`src/hw/pinmux_config.svh`:
```
`ifndef PINMUX_CONFIG_SVH
`define PINMUX_CONFIG_SVH

// ---------------------------------------------------------------------------
// Pad bank and function counts
// ---------------------------------------------------------------------------
`define PINMUX_PADS      16
`define PINMUX_PWM_CH    2

// Microsecond divider and millisecond ratio
`define PINMUX_DIV_W     10
`define PINMUX_MS_DIV    1000

// PWM high and low counts, in ms ticks
`define PINMUX_PWM_W     16

// Fixed pads of the alternate functions
`define PINMUX_PAD_RXD   0
`define PINMUX_PAD_TXD   1
`define PINMUX_PAD_PWM0  4
`define PINMUX_PAD_PWM1  5

`endif

```
`src/hw/pinmux_reg_pkg.sv`:
```
`include "pinmux_config.svh"

package pinmux_reg_pkg;

  // APB byte addresses of the register map
  typedef enum logic [7:0] {
    GPIO_OUT    = 8'h00,
    GPIO_DIR    = 8'h04,  // 1 means output
    GPIO_IN     = 8'h08,  // Read only
    INT_POS_SEL = 8'h0C,
    INT_NEG_SEL = 8'h10,
    INT_STATUS  = 8'h14,  // Write 1 to clear
    FUNC_SEL    = 8'h18,
    PULSE_1US   = 8'h1C,
    PWM0        = 8'h20,
    PWM1        = 8'h24
  } reg_addr_e;

  // One APB bus word
  typedef logic [31:0] apb_data_t;

  // PWM register layout, low count in the upper half
  typedef struct packed {
    logic [`PINMUX_PWM_W-1:0] low;
    logic [`PINMUX_PWM_W-1:0] high;
  } pwm_reg_t;

endpackage

```
`src/hw/pinmux_pad_pkg.sv`:
```
`include "pinmux_config.svh"

package pinmux_pad_pkg;

  // One bit per pad, also one bit per GPIO
  typedef logic [`PINMUX_PADS-1:0] pad_vec_t;

  // Count of ms ticks for a PWM phase
  typedef logic [`PINMUX_PWM_W-1:0] pwm_time_t;

  // One bit per PWM channel
  typedef logic [`PINMUX_PWM_CH-1:0] pwm_vec_t;

  // PWM phase, the wave level while enabled
  typedef enum logic {
    PWM_LOW  = 1'b0,
    PWM_HIGH = 1'b1
  } pwm_phase_e;

endpackage

```
`src/hw/pinmux_apb_regs.sv`:
```
`include "pinmux_config.svh"

module pinmux_apb_regs (
  input  logic                                          mclk_i,
  input  logic                                          arst_n_i,
  // APB slave
  input  logic                                          psel_i,
  input  logic                                          penable_i,
  input  logic                                          pwrite_i,
  input  logic [$bits(pinmux_reg_pkg::reg_addr_e)-1:0]  paddr_i,
  input  pinmux_reg_pkg::apb_data_t                     pwdata_i,
  output pinmux_reg_pkg::apb_data_t                     prdata_o,
  output logic                                          pready_o,
  // From the edge detector
  input  pinmux_pad_pkg::pad_vec_t                      gpio_in_i,
  input  pinmux_pad_pkg::pad_vec_t                      gpio_rise_i,
  input  pinmux_pad_pkg::pad_vec_t                      gpio_fall_i,
  // Configuration to the datapaths
  output pinmux_pad_pkg::pad_vec_t                      gpio_out_o,
  output pinmux_pad_pkg::pad_vec_t                      gpio_dir_o,
  output pinmux_pad_pkg::pwm_vec_t                      pwm_en_o,
  output pinmux_pad_pkg::pwm_time_t                     pwm_high_o [`PINMUX_PWM_CH],
  output pinmux_pad_pkg::pwm_time_t                     pwm_low_o  [`PINMUX_PWM_CH],
  output logic                                          uart_en_o,
  output logic [`PINMUX_DIV_W-1:0]                      cfg_1us_o,
  output logic                                          irq_o
);

  localparam int ADDR_W = $bits(pinmux_reg_pkg::reg_addr_e);

  pinmux_pad_pkg::pad_vec_t  gpio_out_q;
  pinmux_pad_pkg::pad_vec_t  gpio_dir_q;
  pinmux_pad_pkg::pad_vec_t  pos_sel_q;
  pinmux_pad_pkg::pad_vec_t  neg_sel_q;
  pinmux_pad_pkg::pad_vec_t  status_q;
  pinmux_pad_pkg::pad_vec_t  status_set;
  logic [`PINMUX_PWM_CH:0]   func_q;
  logic [`PINMUX_DIV_W-1:0]  cfg_1us_q;
  pinmux_reg_pkg::pwm_reg_t  pwm_q [`PINMUX_PWM_CH];
  pinmux_reg_pkg::apb_data_t rd_data;
  logic                      wr_en;
  logic                      rd_en;

  // PWM channel registers sit one word apart from PWM0
  function automatic logic [ADDR_W-1:0] pwm_addr(input int ch);
    return ADDR_W'(pinmux_reg_pkg::PWM0) + ADDR_W'(4 * ch);
  endfunction

  // ---------------------------------------------------------------------------
  // APB handshake, no wait states
  // ---------------------------------------------------------------------------
  assign pready_o = psel_i & penable_i;
  assign wr_en    = pready_o & pwrite_i;
  assign rd_en    = pready_o & ~pwrite_i;

  // Configuration registers
  always_ff @(posedge mclk_i or negedge arst_n_i) begin
    if (!arst_n_i) begin
      gpio_out_q <= '0;
      gpio_dir_q <= '0;
      pos_sel_q  <= '0;
      neg_sel_q  <= '0;
      func_q     <= '0;
      cfg_1us_q  <= '0;
      for (int i = 0; i < `PINMUX_PWM_CH; i++) begin
        pwm_q[i] <= '0;
      end
    end else if (wr_en) begin
      case (paddr_i)
        pinmux_reg_pkg::GPIO_OUT:    gpio_out_q <= pwdata_i[`PINMUX_PADS-1:0];
        pinmux_reg_pkg::GPIO_DIR:    gpio_dir_q <= pwdata_i[`PINMUX_PADS-1:0];
        pinmux_reg_pkg::INT_POS_SEL: pos_sel_q  <= pwdata_i[`PINMUX_PADS-1:0];
        pinmux_reg_pkg::INT_NEG_SEL: neg_sel_q  <= pwdata_i[`PINMUX_PADS-1:0];
        pinmux_reg_pkg::FUNC_SEL:    func_q     <= pwdata_i[`PINMUX_PWM_CH:0];
        pinmux_reg_pkg::PULSE_1US:   cfg_1us_q  <= pwdata_i[`PINMUX_DIV_W-1:0];
        default: ;
      endcase
      for (int i = 0; i < `PINMUX_PWM_CH; i++) begin
        if (paddr_i == pwm_addr(i)) begin
          pwm_q[i] <= pwdata_i;
        end
      end
    end
  end

  // ---------------------------------------------------------------------------
  // Interrupt status
  // ---------------------------------------------------------------------------
  // Selected edges only
  assign status_set = (gpio_rise_i & pos_sel_q) | (gpio_fall_i & neg_sel_q);

  // Sticky bits, a new event beats a clear in the same cycle
  always_ff @(posedge mclk_i or negedge arst_n_i) begin
    if (!arst_n_i) begin
      status_q <= '0;
    end else if (wr_en && paddr_i == pinmux_reg_pkg::INT_STATUS) begin
      status_q <= (status_q & ~pwdata_i[`PINMUX_PADS-1:0]) | status_set;
    end else begin
      status_q <= status_q | status_set;
    end
  end

  assign irq_o = |status_q;

  // Read mux, unmapped words read zero
  always_comb begin
    rd_data = '0;
    case (paddr_i)
      pinmux_reg_pkg::GPIO_OUT:    rd_data[`PINMUX_PADS-1:0]  = gpio_out_q;
      pinmux_reg_pkg::GPIO_DIR:    rd_data[`PINMUX_PADS-1:0]  = gpio_dir_q;
      pinmux_reg_pkg::GPIO_IN:     rd_data[`PINMUX_PADS-1:0]  = gpio_in_i;
      pinmux_reg_pkg::INT_POS_SEL: rd_data[`PINMUX_PADS-1:0]  = pos_sel_q;
      pinmux_reg_pkg::INT_NEG_SEL: rd_data[`PINMUX_PADS-1:0]  = neg_sel_q;
      pinmux_reg_pkg::INT_STATUS:  rd_data[`PINMUX_PADS-1:0]  = status_q;
      pinmux_reg_pkg::FUNC_SEL:    rd_data[`PINMUX_PWM_CH:0]  = func_q;
      pinmux_reg_pkg::PULSE_1US:   rd_data[`PINMUX_DIV_W-1:0] = cfg_1us_q;
      default: ;
    endcase
    for (int i = 0; i < `PINMUX_PWM_CH; i++) begin
      if (paddr_i == pwm_addr(i)) begin
        rd_data = pwm_q[i];
      end
    end
  end

  assign prdata_o = rd_en ? rd_data : '0;

  // ---------------------------------------------------------------------------
  // Field outputs
  // ---------------------------------------------------------------------------
  assign gpio_out_o = gpio_out_q;
  assign gpio_dir_o = gpio_dir_q;
  assign cfg_1us_o  = cfg_1us_q;
  // PWM enables low, UART enable just above them
  assign pwm_en_o   = func_q[`PINMUX_PWM_CH-1:0];
  assign uart_en_o  = func_q[`PINMUX_PWM_CH];

  always_comb begin
    for (int i = 0; i < `PINMUX_PWM_CH; i++) begin
      pwm_high_o[i] = pwm_q[i].high;
      pwm_low_o[i]  = pwm_q[i].low;
    end
  end

endmodule

```
`src/hw/pinmux_timebase.sv`:
```
`include "pinmux_config.svh"

module pinmux_timebase (
  input  logic                     mclk_i,
  input  logic                     arst_n_i,
  input  logic [`PINMUX_DIV_W-1:0] cfg_1us_i,
  output logic                     tick_1us_o,
  output logic                     tick_1ms_o
);

  localparam int MS_W = $clog2(`PINMUX_MS_DIV);

  logic [`PINMUX_DIV_W-1:0] div_cnt_q;
  logic [MS_W-1:0]          ms_cnt_q;
  logic                     div_wrap;
  logic                     ms_wrap;

  // Wrap on the max count, or above it after a smaller write
  assign div_wrap = (div_cnt_q >= cfg_1us_i);
  assign ms_wrap  = (ms_cnt_q == MS_W'(`PINMUX_MS_DIV - 1));

  // Microsecond divider
  always_ff @(posedge mclk_i or negedge arst_n_i) begin
    if (!arst_n_i) begin
      div_cnt_q  <= '0;
      tick_1us_o <= 1'b0;
    end else begin
      div_cnt_q  <= div_wrap ? '0 : div_cnt_q + 1'b1;
      tick_1us_o <= div_wrap;
    end
  end

  // Count of microsecond ticks
  always_ff @(posedge mclk_i or negedge arst_n_i) begin
    if (!arst_n_i) begin
      ms_cnt_q   <= '0;
      tick_1ms_o <= 1'b0;
    end else begin
      tick_1ms_o <= tick_1us_o & ms_wrap;
      if (tick_1us_o) begin
        ms_cnt_q <= ms_wrap ? '0 : ms_cnt_q + 1'b1;
      end
    end
  end

endmodule

```
`src/hw/pinmux_pwm.sv`:
```
`include "pinmux_config.svh"

module pinmux_pwm (
  input  logic                      mclk_i,
  input  logic                      arst_n_i,
  input  logic                      tick_ms_i,
  input  logic                      enable_i,
  input  pinmux_pad_pkg::pwm_time_t high_i,
  input  pinmux_pad_pkg::pwm_time_t low_i,
  output logic                      wave_o
);

  pinmux_pad_pkg::pwm_phase_e phase_q;
  pinmux_pad_pkg::pwm_time_t  cnt_q;
  pinmux_pad_pkg::pwm_time_t  limit;
  logic                       last_tick;

  // Length of the current phase
  assign limit = (phase_q == pinmux_pad_pkg::PWM_HIGH) ? high_i : low_i;

  // Zero count behaves as one tick
  assign last_tick = (limit == '0) || (cnt_q == limit - 1'b1);

  // ---------------------------------------------------------------------------
  // Phase and tick counter
  // ---------------------------------------------------------------------------
  always_ff @(posedge mclk_i or negedge arst_n_i) begin
    if (!arst_n_i) begin
      phase_q <= pinmux_pad_pkg::PWM_HIGH;
      cnt_q   <= '0;
    end else if (!enable_i) begin
      // Armed to start in the high phase
      phase_q <= pinmux_pad_pkg::PWM_HIGH;
      cnt_q   <= '0;
    end else if (tick_ms_i) begin
      if (last_tick) begin
        phase_q <= (phase_q == pinmux_pad_pkg::PWM_HIGH) ?
                   pinmux_pad_pkg::PWM_LOW : pinmux_pad_pkg::PWM_HIGH;
        cnt_q   <= '0;
      end else begin
        cnt_q   <= cnt_q + 1'b1;
      end
    end
  end

  // Low whenever the channel is off
  assign wave_o = enable_i & (phase_q == pinmux_pad_pkg::PWM_HIGH);

endmodule

```
`src/hw/pinmux_gpio_edge.sv`:
```
`include "pinmux_config.svh"

module pinmux_gpio_edge (
  input  logic                     mclk_i,
  input  logic                     arst_n_i,
  input  pinmux_pad_pkg::pad_vec_t pad_gpio_i,
  output pinmux_pad_pkg::pad_vec_t gpio_in_o,
  output pinmux_pad_pkg::pad_vec_t rise_o,
  output pinmux_pad_pkg::pad_vec_t fall_o
);

  pinmux_pad_pkg::pad_vec_t sample_q;
  pinmux_pad_pkg::pad_vec_t prev_q;

  // ---------------------------------------------------------------------------
  // Pad sampling
  // ---------------------------------------------------------------------------
  // Current and previous sample of every pad
  always_ff @(posedge mclk_i or negedge arst_n_i) begin
    if (!arst_n_i) begin
      sample_q <= '0;
      prev_q   <= '0;
    end else begin
      sample_q <= pad_gpio_i;
      prev_q   <= sample_q;
    end
  end

  // Readback value for GPIO_IN
  assign gpio_in_o = sample_q;

  // Edge events, one cycle wide
  assign rise_o = sample_q & ~prev_q;
  assign fall_o = ~sample_q & prev_q;

endmodule

```
`src/hw/pinmux_pad_mux.sv`:
```
`include "pinmux_config.svh"

module pinmux_pad_mux (
  input  pinmux_pad_pkg::pad_vec_t pad_in_i,
  input  pinmux_pad_pkg::pad_vec_t gpio_out_i,
  input  pinmux_pad_pkg::pad_vec_t gpio_dir_i,
  input  pinmux_pad_pkg::pwm_vec_t pwm_wave_i,
  input  pinmux_pad_pkg::pwm_vec_t pwm_en_i,
  input  logic                     uart_en_i,
  input  logic                     uart_txd_i,
  output pinmux_pad_pkg::pad_vec_t pad_out_o,
  output pinmux_pad_pkg::pad_vec_t pad_oen_o,
  output pinmux_pad_pkg::pad_vec_t pad_gpio_o,
  output logic                     uart_rxd_o
);

  // Pad of each PWM channel
  localparam int unsigned PWM_PAD [`PINMUX_PWM_CH] = '{
    `PINMUX_PAD_PWM0,
    `PINMUX_PAD_PWM1
  };

  // ---------------------------------------------------------------------------
  // Output and output-enable, alternates override GPIO
  // ---------------------------------------------------------------------------
  always_comb begin
    // GPIO level, output only where the direction bit is set
    pad_out_o = gpio_out_i & gpio_dir_i;
    pad_oen_o = ~gpio_dir_i;

    // PWM waveforms on their fixed pads
    for (int i = 0; i < `PINMUX_PWM_CH; i++) begin
      if (pwm_en_i[i]) begin
        pad_out_o[PWM_PAD[i]] = pwm_wave_i[i];
        pad_oen_o[PWM_PAD[i]] = 1'b0;
      end
    end

    // UART transmit drives, receive forced to input
    if (uart_en_i) begin
      pad_out_o[`PINMUX_PAD_TXD] = uart_txd_i;
      pad_oen_o[`PINMUX_PAD_TXD] = 1'b0;
      pad_out_o[`PINMUX_PAD_RXD] = 1'b0;
      pad_oen_o[`PINMUX_PAD_RXD] = 1'b1;
    end
  end

  // ---------------------------------------------------------------------------
  // Input routing
  // ---------------------------------------------------------------------------
  // GPIO sees every pad
  assign pad_gpio_o = pad_in_i;

  // Receive line held low while the UART is off
  assign uart_rxd_o = uart_en_i & pad_in_i[`PINMUX_PAD_RXD];

endmodule

```
`src/hw/pinmux_top.sv`:
```
`include "pinmux_config.svh"

module pinmux_top (
  input  logic                                         mclk_i,
  input  logic                                         arst_n_i,
  // APB slave
  input  logic                                         psel_i,
  input  logic                                         penable_i,
  input  logic                                         pwrite_i,
  input  logic [$bits(pinmux_reg_pkg::reg_addr_e)-1:0] paddr_i,
  input  pinmux_reg_pkg::apb_data_t                    pwdata_i,
  output pinmux_reg_pkg::apb_data_t                    prdata_o,
  output logic                                         pready_o,
  // Pad bank
  input  pinmux_pad_pkg::pad_vec_t                     pad_in_i,
  output pinmux_pad_pkg::pad_vec_t                     pad_out_o,
  output pinmux_pad_pkg::pad_vec_t                     pad_oen_o,
  // UART and status
  input  logic                                         uart_txd_i,
  output logic                                         uart_rxd_o,
  output logic                                         irq_o,
  output logic                                         pulse_1ms_o
);

  pinmux_pad_pkg::pad_vec_t  gpio_out;
  pinmux_pad_pkg::pad_vec_t  gpio_dir;
  pinmux_pad_pkg::pad_vec_t  gpio_in;
  pinmux_pad_pkg::pad_vec_t  gpio_rise;
  pinmux_pad_pkg::pad_vec_t  gpio_fall;
  pinmux_pad_pkg::pad_vec_t  pad_gpio;
  pinmux_pad_pkg::pwm_vec_t  pwm_en;
  pinmux_pad_pkg::pwm_vec_t  pwm_wave;
  pinmux_pad_pkg::pwm_time_t pwm_high [`PINMUX_PWM_CH];
  pinmux_pad_pkg::pwm_time_t pwm_low  [`PINMUX_PWM_CH];
  logic                      uart_en;
  logic [`PINMUX_DIV_W-1:0]  cfg_1us;

  // ---------------------------------------------------------------------------
  // Control
  // ---------------------------------------------------------------------------
  pinmux_apb_regs u_regs (
    .mclk_i      (mclk_i),
    .arst_n_i    (arst_n_i),
    .psel_i      (psel_i),
    .penable_i   (penable_i),
    .pwrite_i    (pwrite_i),
    .paddr_i     (paddr_i),
    .pwdata_i    (pwdata_i),
    .prdata_o    (prdata_o),
    .pready_o    (pready_o),
    .gpio_in_i   (gpio_in),
    .gpio_rise_i (gpio_rise),
    .gpio_fall_i (gpio_fall),
    .gpio_out_o  (gpio_out),
    .gpio_dir_o  (gpio_dir),
    .pwm_en_o    (pwm_en),
    .pwm_high_o  (pwm_high),
    .pwm_low_o   (pwm_low),
    .uart_en_o   (uart_en),
    .cfg_1us_o   (cfg_1us),
    .irq_o       (irq_o)
  );

  // Millisecond tick also leaves the tile
  pinmux_timebase u_timebase (
    .mclk_i     (mclk_i),
    .arst_n_i   (arst_n_i),
    .cfg_1us_i  (cfg_1us),
    .tick_1us_o (),
    .tick_1ms_o (pulse_1ms_o)
  );

  // ---------------------------------------------------------------------------
  // Datapaths
  // ---------------------------------------------------------------------------
  pinmux_gpio_edge u_gpio_edge (
    .mclk_i     (mclk_i),
    .arst_n_i   (arst_n_i),
    .pad_gpio_i (pad_gpio),
    .gpio_in_o  (gpio_in),
    .rise_o     (gpio_rise),
    .fall_o     (gpio_fall)
  );

  for (genvar g = 0; g < `PINMUX_PWM_CH; g++) begin : g_pwm
    pinmux_pwm u_pwm (
      .mclk_i    (mclk_i),
      .arst_n_i  (arst_n_i),
      .tick_ms_i (pulse_1ms_o),
      .enable_i  (pwm_en[g]),
      .high_i    (pwm_high[g]),
      .low_i     (pwm_low[g]),
      .wave_o    (pwm_wave[g])
    );
  end

  pinmux_pad_mux u_pad_mux (
    .pad_in_i   (pad_in_i),
    .gpio_out_i (gpio_out),
    .gpio_dir_i (gpio_dir),
    .pwm_wave_i (pwm_wave),
    .pwm_en_i   (pwm_en),
    .uart_en_i  (uart_en),
    .uart_txd_i (uart_txd_i),
    .pad_out_o  (pad_out_o),
    .pad_oen_o  (pad_oen_o),
    .pad_gpio_o (pad_gpio),
    .uart_rxd_o (uart_rxd_o)
  );

endmodule

```
`config.mk`:
```
export PLATFORM = sky130hd
export DESIGN_NAME = pinmux_top
export DESIGN_NICKNAME = d
export VERILOG_FILES = /design/src/hw/pinmux_reg_pkg.sv /design/src/hw/pinmux_pad_pkg.sv /design/src/hw/pinmux_apb_regs.sv /design/src/hw/pinmux_timebase.sv /design/src/hw/pinmux_pwm.sv /design/src/hw/pinmux_gpio_edge.sv /design/src/hw/pinmux_pad_mux.sv /design/src/hw/pinmux_top.sv
export VERILOG_INCLUDE_DIRS = /design/src /design/src/hw
export SDC_FILE = /design/constraint.sdc
export NUM_CORES = 1
export LEC_CHECK = 0
export BUFFER_PORTS_ARGS = -buffer_cell sky130_fd_sc_hd__buf_2
export CAP_MARGIN = 20
export CORE_MARGIN = 2
export CORE_UTILIZATION = 45
export CTS_BUF_LIST = sky130_fd_sc_hd__clkbuf_8
export CTS_CLUSTER_SIZE = 16
export DETAILED_ROUTE_END_ITERATION = 8
export SLEW_MARGIN = 20
export SYNTH_ARGS = -nofsm -noshare
export SYNTH_HDL_FRONTEND = slang
export SYNTH_HIERARCHICAL = 1
export SYNTH_SLANG_ARGS = --single-unit
export TNS_END_PERCENT = 100
```
`constraint.sdc`:
```
create_clock -name mclk_i -period 4.8 [get_ports mclk_i]
set_input_delay 0.72 -clock mclk_i [delete_from_list [all_inputs] [get_ports mclk_i]]
set_output_delay 0.72 -clock mclk_i [all_outputs]
set_load 0.01 [all_outputs]
```
# Yosys cells after proc, flatten, opt, wreduce, memory -nomap -nowiden
# Cells that the tools add are included.
# word_totals
ff_bits,245
latch_bits,0
ramBits,0
romBits,0
in_bits,62
out_inout_bits,68
word_cells,113
memories,0
# classes
add_sub_neg,6
n_mul,0
div_mod_pow,0
magnitude_cmp,1
n_eq_ne,16
n_shift,0
n_mux,31
bitwise,21
reduce_logical,17
# op_table
cell,count
$mux W16,9
$and A16 B16 Y16,6
$mux W32,3
$not A16 Y16,4
$pmux W7 S7,1
$or A16 B16 Y16,3
$pmux W6 S6,1
$add A16 B1 Y16 const B,2
$eq A16 B16 Y1,2
$eq A8 B5 Y1 const B,4
$logic_not A16 Y1,2
$sub A16 B1 Y16 const B,2
$pmux W3 S8,1
$add A10 B1 Y10 const B,2
$mux W10,2
$reduce_and A2 Y1,10
$eq A8 B4 Y1 const B,2
$eq A8 B6 Y1 const B,2
$reduce_or A16 Y1,1
$mux W1,12
$eq A10 B10 Y1 const B,1
$ge A10 B10 Y1,1
$eq A8 B3 Y1 const B,1
$logic_not A8 Y1,1
6 further kinds,17

# Logic depth before layout (Yosys ltp)
# depth
word_depth,7
ltp_mapped,13

# Hierarchy
# The synthesis kept the hierarchy.
# modules_own_cells
module,n_inst,cells_each,area_per_inst_um2,seq_area_each_um2
pinmux_apb_regs,1,615,7855.0,3928.8
pinmux_pwm,2,191,1697.9,426.7
pinmux_timebase,1,129,1293.7,550.5
pinmux_gpio_edge,1,64,1081.0,800.8
pinmux_pad_mux,1,56,320.3,0.0

# Least setup slack after synthesis
# No wires, ideal clock.
# synth_path
path_kind,flip-flop to flip-flop
from,register g_pwm[0].u_pwm.phase_q
to,register g_pwm[0].u_pwm.cnt_q[13]
arrival_ns,3.330
t_required_ns,4.681
slack_ns,1.351
stages_incl_launch_ff,14
cell_sequence,dfstp_2 -> buf_2 -> clkbuf_1 -> clkbuf_1 -> mux2i_1 -> ha_1 -> o221ai_1 -> nor3_1 -> mux2_2 -> o31ai_1 -> a31oi_4 -> nor2_4 -> buf_8 -> nor2_2
# synth_via
elab_chain_len,7
elab_cells_between_ends,8
cone_classes,add/sub (1); eq/ne (1); mux (4); reduce/logical (2)
# synth_rtl
element,line_no,rtl
from (decl),pinmux_pwm.sv:13,pinmux_pad_pkg::pwm_phase_e phase_q;
from (signal assigned),pinmux_pwm.sv:29,phase_q <= pinmux_pad_pkg::PWM_HIGH;
from (signal assigned),pinmux_pwm.sv:33,phase_q <= pinmux_pad_pkg::PWM_HIGH;
from (signal assigned),pinmux_pwm.sv:37,phase_q <= (phase_q == pinmux_pad_pkg::PWM_HIGH) ?
$mux W16 (*),pinmux_pwm.sv:19,assign limit = (phase_q == pinmux_pad_pkg::PWM_HIGH) ? high_i : low_i;
$sub A16 B1 Y16,pinmux_pwm.sv:22,assign last_tick = (limit == '0) || (cnt_q == limit - 1'b1);
$eq A16 B16 Y1,pinmux_pwm.sv:22,
$logic_or A1 B1 Y1 (*),pinmux_pwm.sv:22,
$mux W16 (*),pinmux_pwm.sv:36,if (last_tick) begin
$mux W16 (*),pinmux_pwm.sv:35,end else if (tick_ms_i) begin
$mux W16 (*),pinmux_pwm.sv:31,end else if (!enable_i) begin
to (signal assigned),pinmux_pwm.sv:41,cnt_q <= cnt_q + 1'b1;
to (decl),pinmux_pwm.sv:14,pinmux_pad_pkg::pwm_time_t cnt_q;
# Mark *: on every way between the ends. The rest lies on a longest branch, timed or not. The select of a mux whose other input is x is not followed.
# A chain may end at the register's enable or synchronous reset.

# Worst setup path after layout
# layout_path
from,register g_pwm[1].u_pwm.phase_q
to,register g_pwm[1].u_pwm.phase_q
# layout_via
elab_chain_len,6
elab_cells_between_ends,11
cone_classes,add/sub (1); eq/ne (2); mux (5); reduce/logical (3)
# layout_rtl
element,line_no
from (decl),pinmux_pwm.sv:13
from (signal assigned),pinmux_pwm.sv:29
from (signal assigned),pinmux_pwm.sv:33
from (signal assigned),pinmux_pwm.sv:37
$mux W16,pinmux_pwm.sv:19
$sub A16 B1 Y16,pinmux_pwm.sv:22
$eq A16 B16 Y1,pinmux_pwm.sv:22
$logic_or A1 B1 Y1,pinmux_pwm.sv:22
$ne A2 B1 Y1 (no source line),--
$reduce_and A2 Y1 (no source line),--
# Parallel ways exist; a longest one is shown, timed or not. The select of a mux whose other input is x is not followed.

==> reports/qor.txt <==
Status: completed
First-pass GRT wire length: 59.5 mm
Post-Synth Simple-Gate Area: 16.5%
Net Sw Frac: 25.8%
Fin. Hold Viols: 0
CTS sink cnt: 245
Placed inst area: 14,800 µm²
Total die area: 32,400 µm²
Clock Path Buffers: 3
CTS Root Cell: clkbuf_8
Syn avg cell area: 11.2 µm²
Dpl ws: 0.989 ns
Cts hold-fix bufs: 0
Top achievable clock speed: 0.261 GHz
Synth Flop Type: dfrtp_1
Routed WL per cell: 21.2 µm
P_leak: 7.50 nW
Worst Setup Start Kind: flip-flop
HP Class: in2reg
Core Region: 30,600 µm²
M1 WL: 17.4 mm
Slew of the pin with the lowest slew margin: 1.07 ns
Synth Area in Adders: 1.61%
Clock transition at the registers of the reported paths: 0.06 ns
Total GRT Usage: 23.2%
Gr ovfl total: 0
Power per standard cell area: 312 nW/µm²
CTS Buf Count: 46
Comb power frac: 9.4%
Port Buffer Count: 129
Layout area overhead: 13.7%
Critical path class: reg2reg
Clk_lat worst skew: 0.58 ns
Flop pwr share: 45.7%
IO Count: 130
Cell internal pwr: 3.67 mW
Critical path data required time: 5.31 ns
DRT iter0 DRCs: 729
Fraction of synthesized cell area in xor and xnor cells: 5.21%
Register bit count reported by yosys: 245
Post-CTS Setup Bufs: 0
RD Place Congestion: 0.874
Largest net degree at the start of global routing: 127
Row count: 64
RSZ-0062 raised after global routing: no
Initial antenna violation count: 5
Fraction of layout cells with a size suffix above 1: 33.0%
Fraction of registers with async set/reset: 100%
Compound-gate portion of the synthesized area: 11.0%
Vias in the first global route: 10.2k
DP Wirelength: 27.5 mm
Drt total wl: 38.1 mm
Mapped Nets: 1,326
Worst setup margin: 0.972 ns
Die height: 180 µm
Final setup violation count: 0
Detailed-route DRC error count: 0
Vias/cell: 5.75
Clk pwr share: 45.0%
Post-route insts no fill: 1,799
Fin Setup TNS: 0 ns
Post-Syn Instances: 1,246
Starting density of the core: 45.6%
CTS resizes: 0
Final Cycle Share: 79.8%
CP Max Fanout: 20
CTS tree: done
Yosys warns: 6
Drt first pass iters: 7
Pwr Total: 4.95 mW
CP Capture Type: flip-flop
Cell variety after synth: 89
Final nets: 1,445
Min Hold Slack: 0.256 ns
Top Metal Used: met5
Multiplexer share of the synthesized area: 17.5%
Total number of vias: 10.3k
Chip width: 180 µm
WL met3: 2.08 mm
H-tree depth: 2
Number of flops mapped to enable cells by yosys: 0
Worst relative slew slack: 28.8%
Final Core Density: 51.9%
Met2 routed WL: 17.8 mm
Setup Skew: 0.0191 ns
Design area: 15,900 µm²
Post-synthesis sequential area ratio: 44.0%
Max-cap violations: 0
Main combinational cell family by area after synthesis: multiplexers
Sw Pwr: 1.28 mW
Max IR drop VDD: 0.195 mV
Detail Route Antenna Nets: 0
Placed Instances: 1,711
Synthesized area: 13,900 µm²
Tmin final: 3.83 ns
Arrival time worst endpoint: 4.34 ns
Max-slew violation count: 0
cells by family (layout without fill, tap and decap cells):
logic type,Yosys count,after routing
mux,210,210
compound gates,203,203
buf+inv,115,269
simple gates,372,372
flops,245,245
fa+ha+maj,18,18
xor+xnor,83,83
other cells,0,3
per-layer routing:
| metal | GRT usage, % | vias to the layer above |
|---|---|---|
| li1 | - | 4796 |
| met1 | 32.5 | 5206 |
| met2 | 37.3 | 277 |
| met3 | 3.90 | 62 |
| met4 | 6.61 | 4 |
| met5 | 0 | - |
worst paths after layout:
path                                                     start                                    to  slack (ns)  cells past startpoint
min reg2reg                u_gpio_edge/gpio_in_o[13]$_DFF_PN0_      u_gpio_edge/prev_q[13]$_DFF_PN0_        0.42                      0
max reg2reg                 g_pwm[1].u_pwm/phase_q$_DFFE_PN1P_    g_pwm[1].u_pwm/phase_q$_DFFE_PN1P_        0.97                      8
min                                                pad_in_i[2]    u_gpio_edge/gpio_in_o[2]$_DFF_PN0_        0.26                      1
max in group asynchronous                             arst_n_i    g_pwm[0].u_pwm/phase_q$_DFFE_PN1P_        2.97                      4
max                         g_pwm[1].u_pwm/phase_q$_DFFE_PN1P_    g_pwm[1].u_pwm/phase_q$_DFFE_PN1P_        0.97                      8
min in group asynchronous                             arst_n_i  g_pwm[1].u_pwm/cnt_q[13]$_DFFE_PN0P_        0.60                      2
critical path, cell delays in order (launching register included):
cell      delay, ns
dfstp_2        0.75
or4b_2         0.64
a222oi_1       0.59
and4bb_2       0.33
xnor2_1        0.06
nor4_1         0.54
a31oi_4        0.26
nor2_4         0.40
o22a_1         0.19
flip-flops by register name, summed over array words and instances, names as in the netlist:
name                   cells
u_regs/gpio_out_o         16
u_regs/pos_sel_q          16
u_regs/neg_sel_q          16
u_regs/pwm_low_o          32
u_timebase/tick_1ms_o      1
u_timebase/div_cnt_q      10
u_gpio_edge/prev_q        16
g_pwm.u_pwm/cnt_q         32
u_timebase/ms_cnt_q       10
u_regs/func_q              3
u_gpio_edge/gpio_in_o     16
u_timebase/tick_1us_o      1
u_regs/cfg_1us_o          10
g_pwm.u_pwm/phase_q        2
u_regs/pwm_high_o         32
u_regs/gpio_dir_o         16
u_regs/status_q           16
power groups by stage:
stage | clock [mW] | combinational, mW | sequential (mW)
2_1_floorplan | 0 | 0.313 | 2.25
3_3_place_gp | 0 | 0.452 | 2.29
3_5_place_dp | 0 | 0.459 | 2.29
4_1_cts | 2.28 | 0.461 | 2.26
5_1_grt | 2.38 | 0.511 | 2.27
6_report | 2.22 | 0.463 | 2.26
synth_stat cells (10+ instances only):
cell type	number	area [µm²]
nor3_1	32	160
a21boi_0	16	120
a22oi_1	28	210
mux2_4	30	450
and2b_2	32	280
nand2_1	53	199
o21ai_0	27	135
o2bb2ai_1	13	114
clkbuf_1	20	75.1
o22ai_1	13	81.3
ha_1	18	225
a221o_1	16	160
xnor2_1	59	517
dfrtp_1	243	6080
mux2i_1	52	521
xor2_1	24	210
and2_1	16	100
nand3_1	34	170
inv_1	40	150
nand2b_1	12	75.1
nor2_2	21	131
nand4_1	19	119
mux2_2	124	1400
buf_2	25	125
a21oi_1	29	145
nor3b_1	10	75.1
buf_4	18	135
nor2_1	53	199
and3_1	14	87.6
layout make-up:
class	count	area (µm²)
antenna	3	7.51
clock buffer	62	853
clock inverter	21	170
fill	2785	14700
inverter	40	150
multi-input combinational	886	7230
sequential	245	6130
tap	396	495
timing repair buffer	146	818
layout by cell type, fill, tap and decap left out, types with 30 or more instances in the layout:
cell type  synthesis  layout
mux2_2           124     124
nand3_1           34      34
nor3_1            32      32
and2b_2           32      32
nor2_1            53      53
dfrtp_1          243     243
buf_2             25     128
clkbuf_8           0      62
xnor2_1           59      59
inv_1             40      54
mux2_4            30      30
mux2i_1           52      52
nand2_1           53      53
Note: power is estimated with default switching activity, not from simulation.
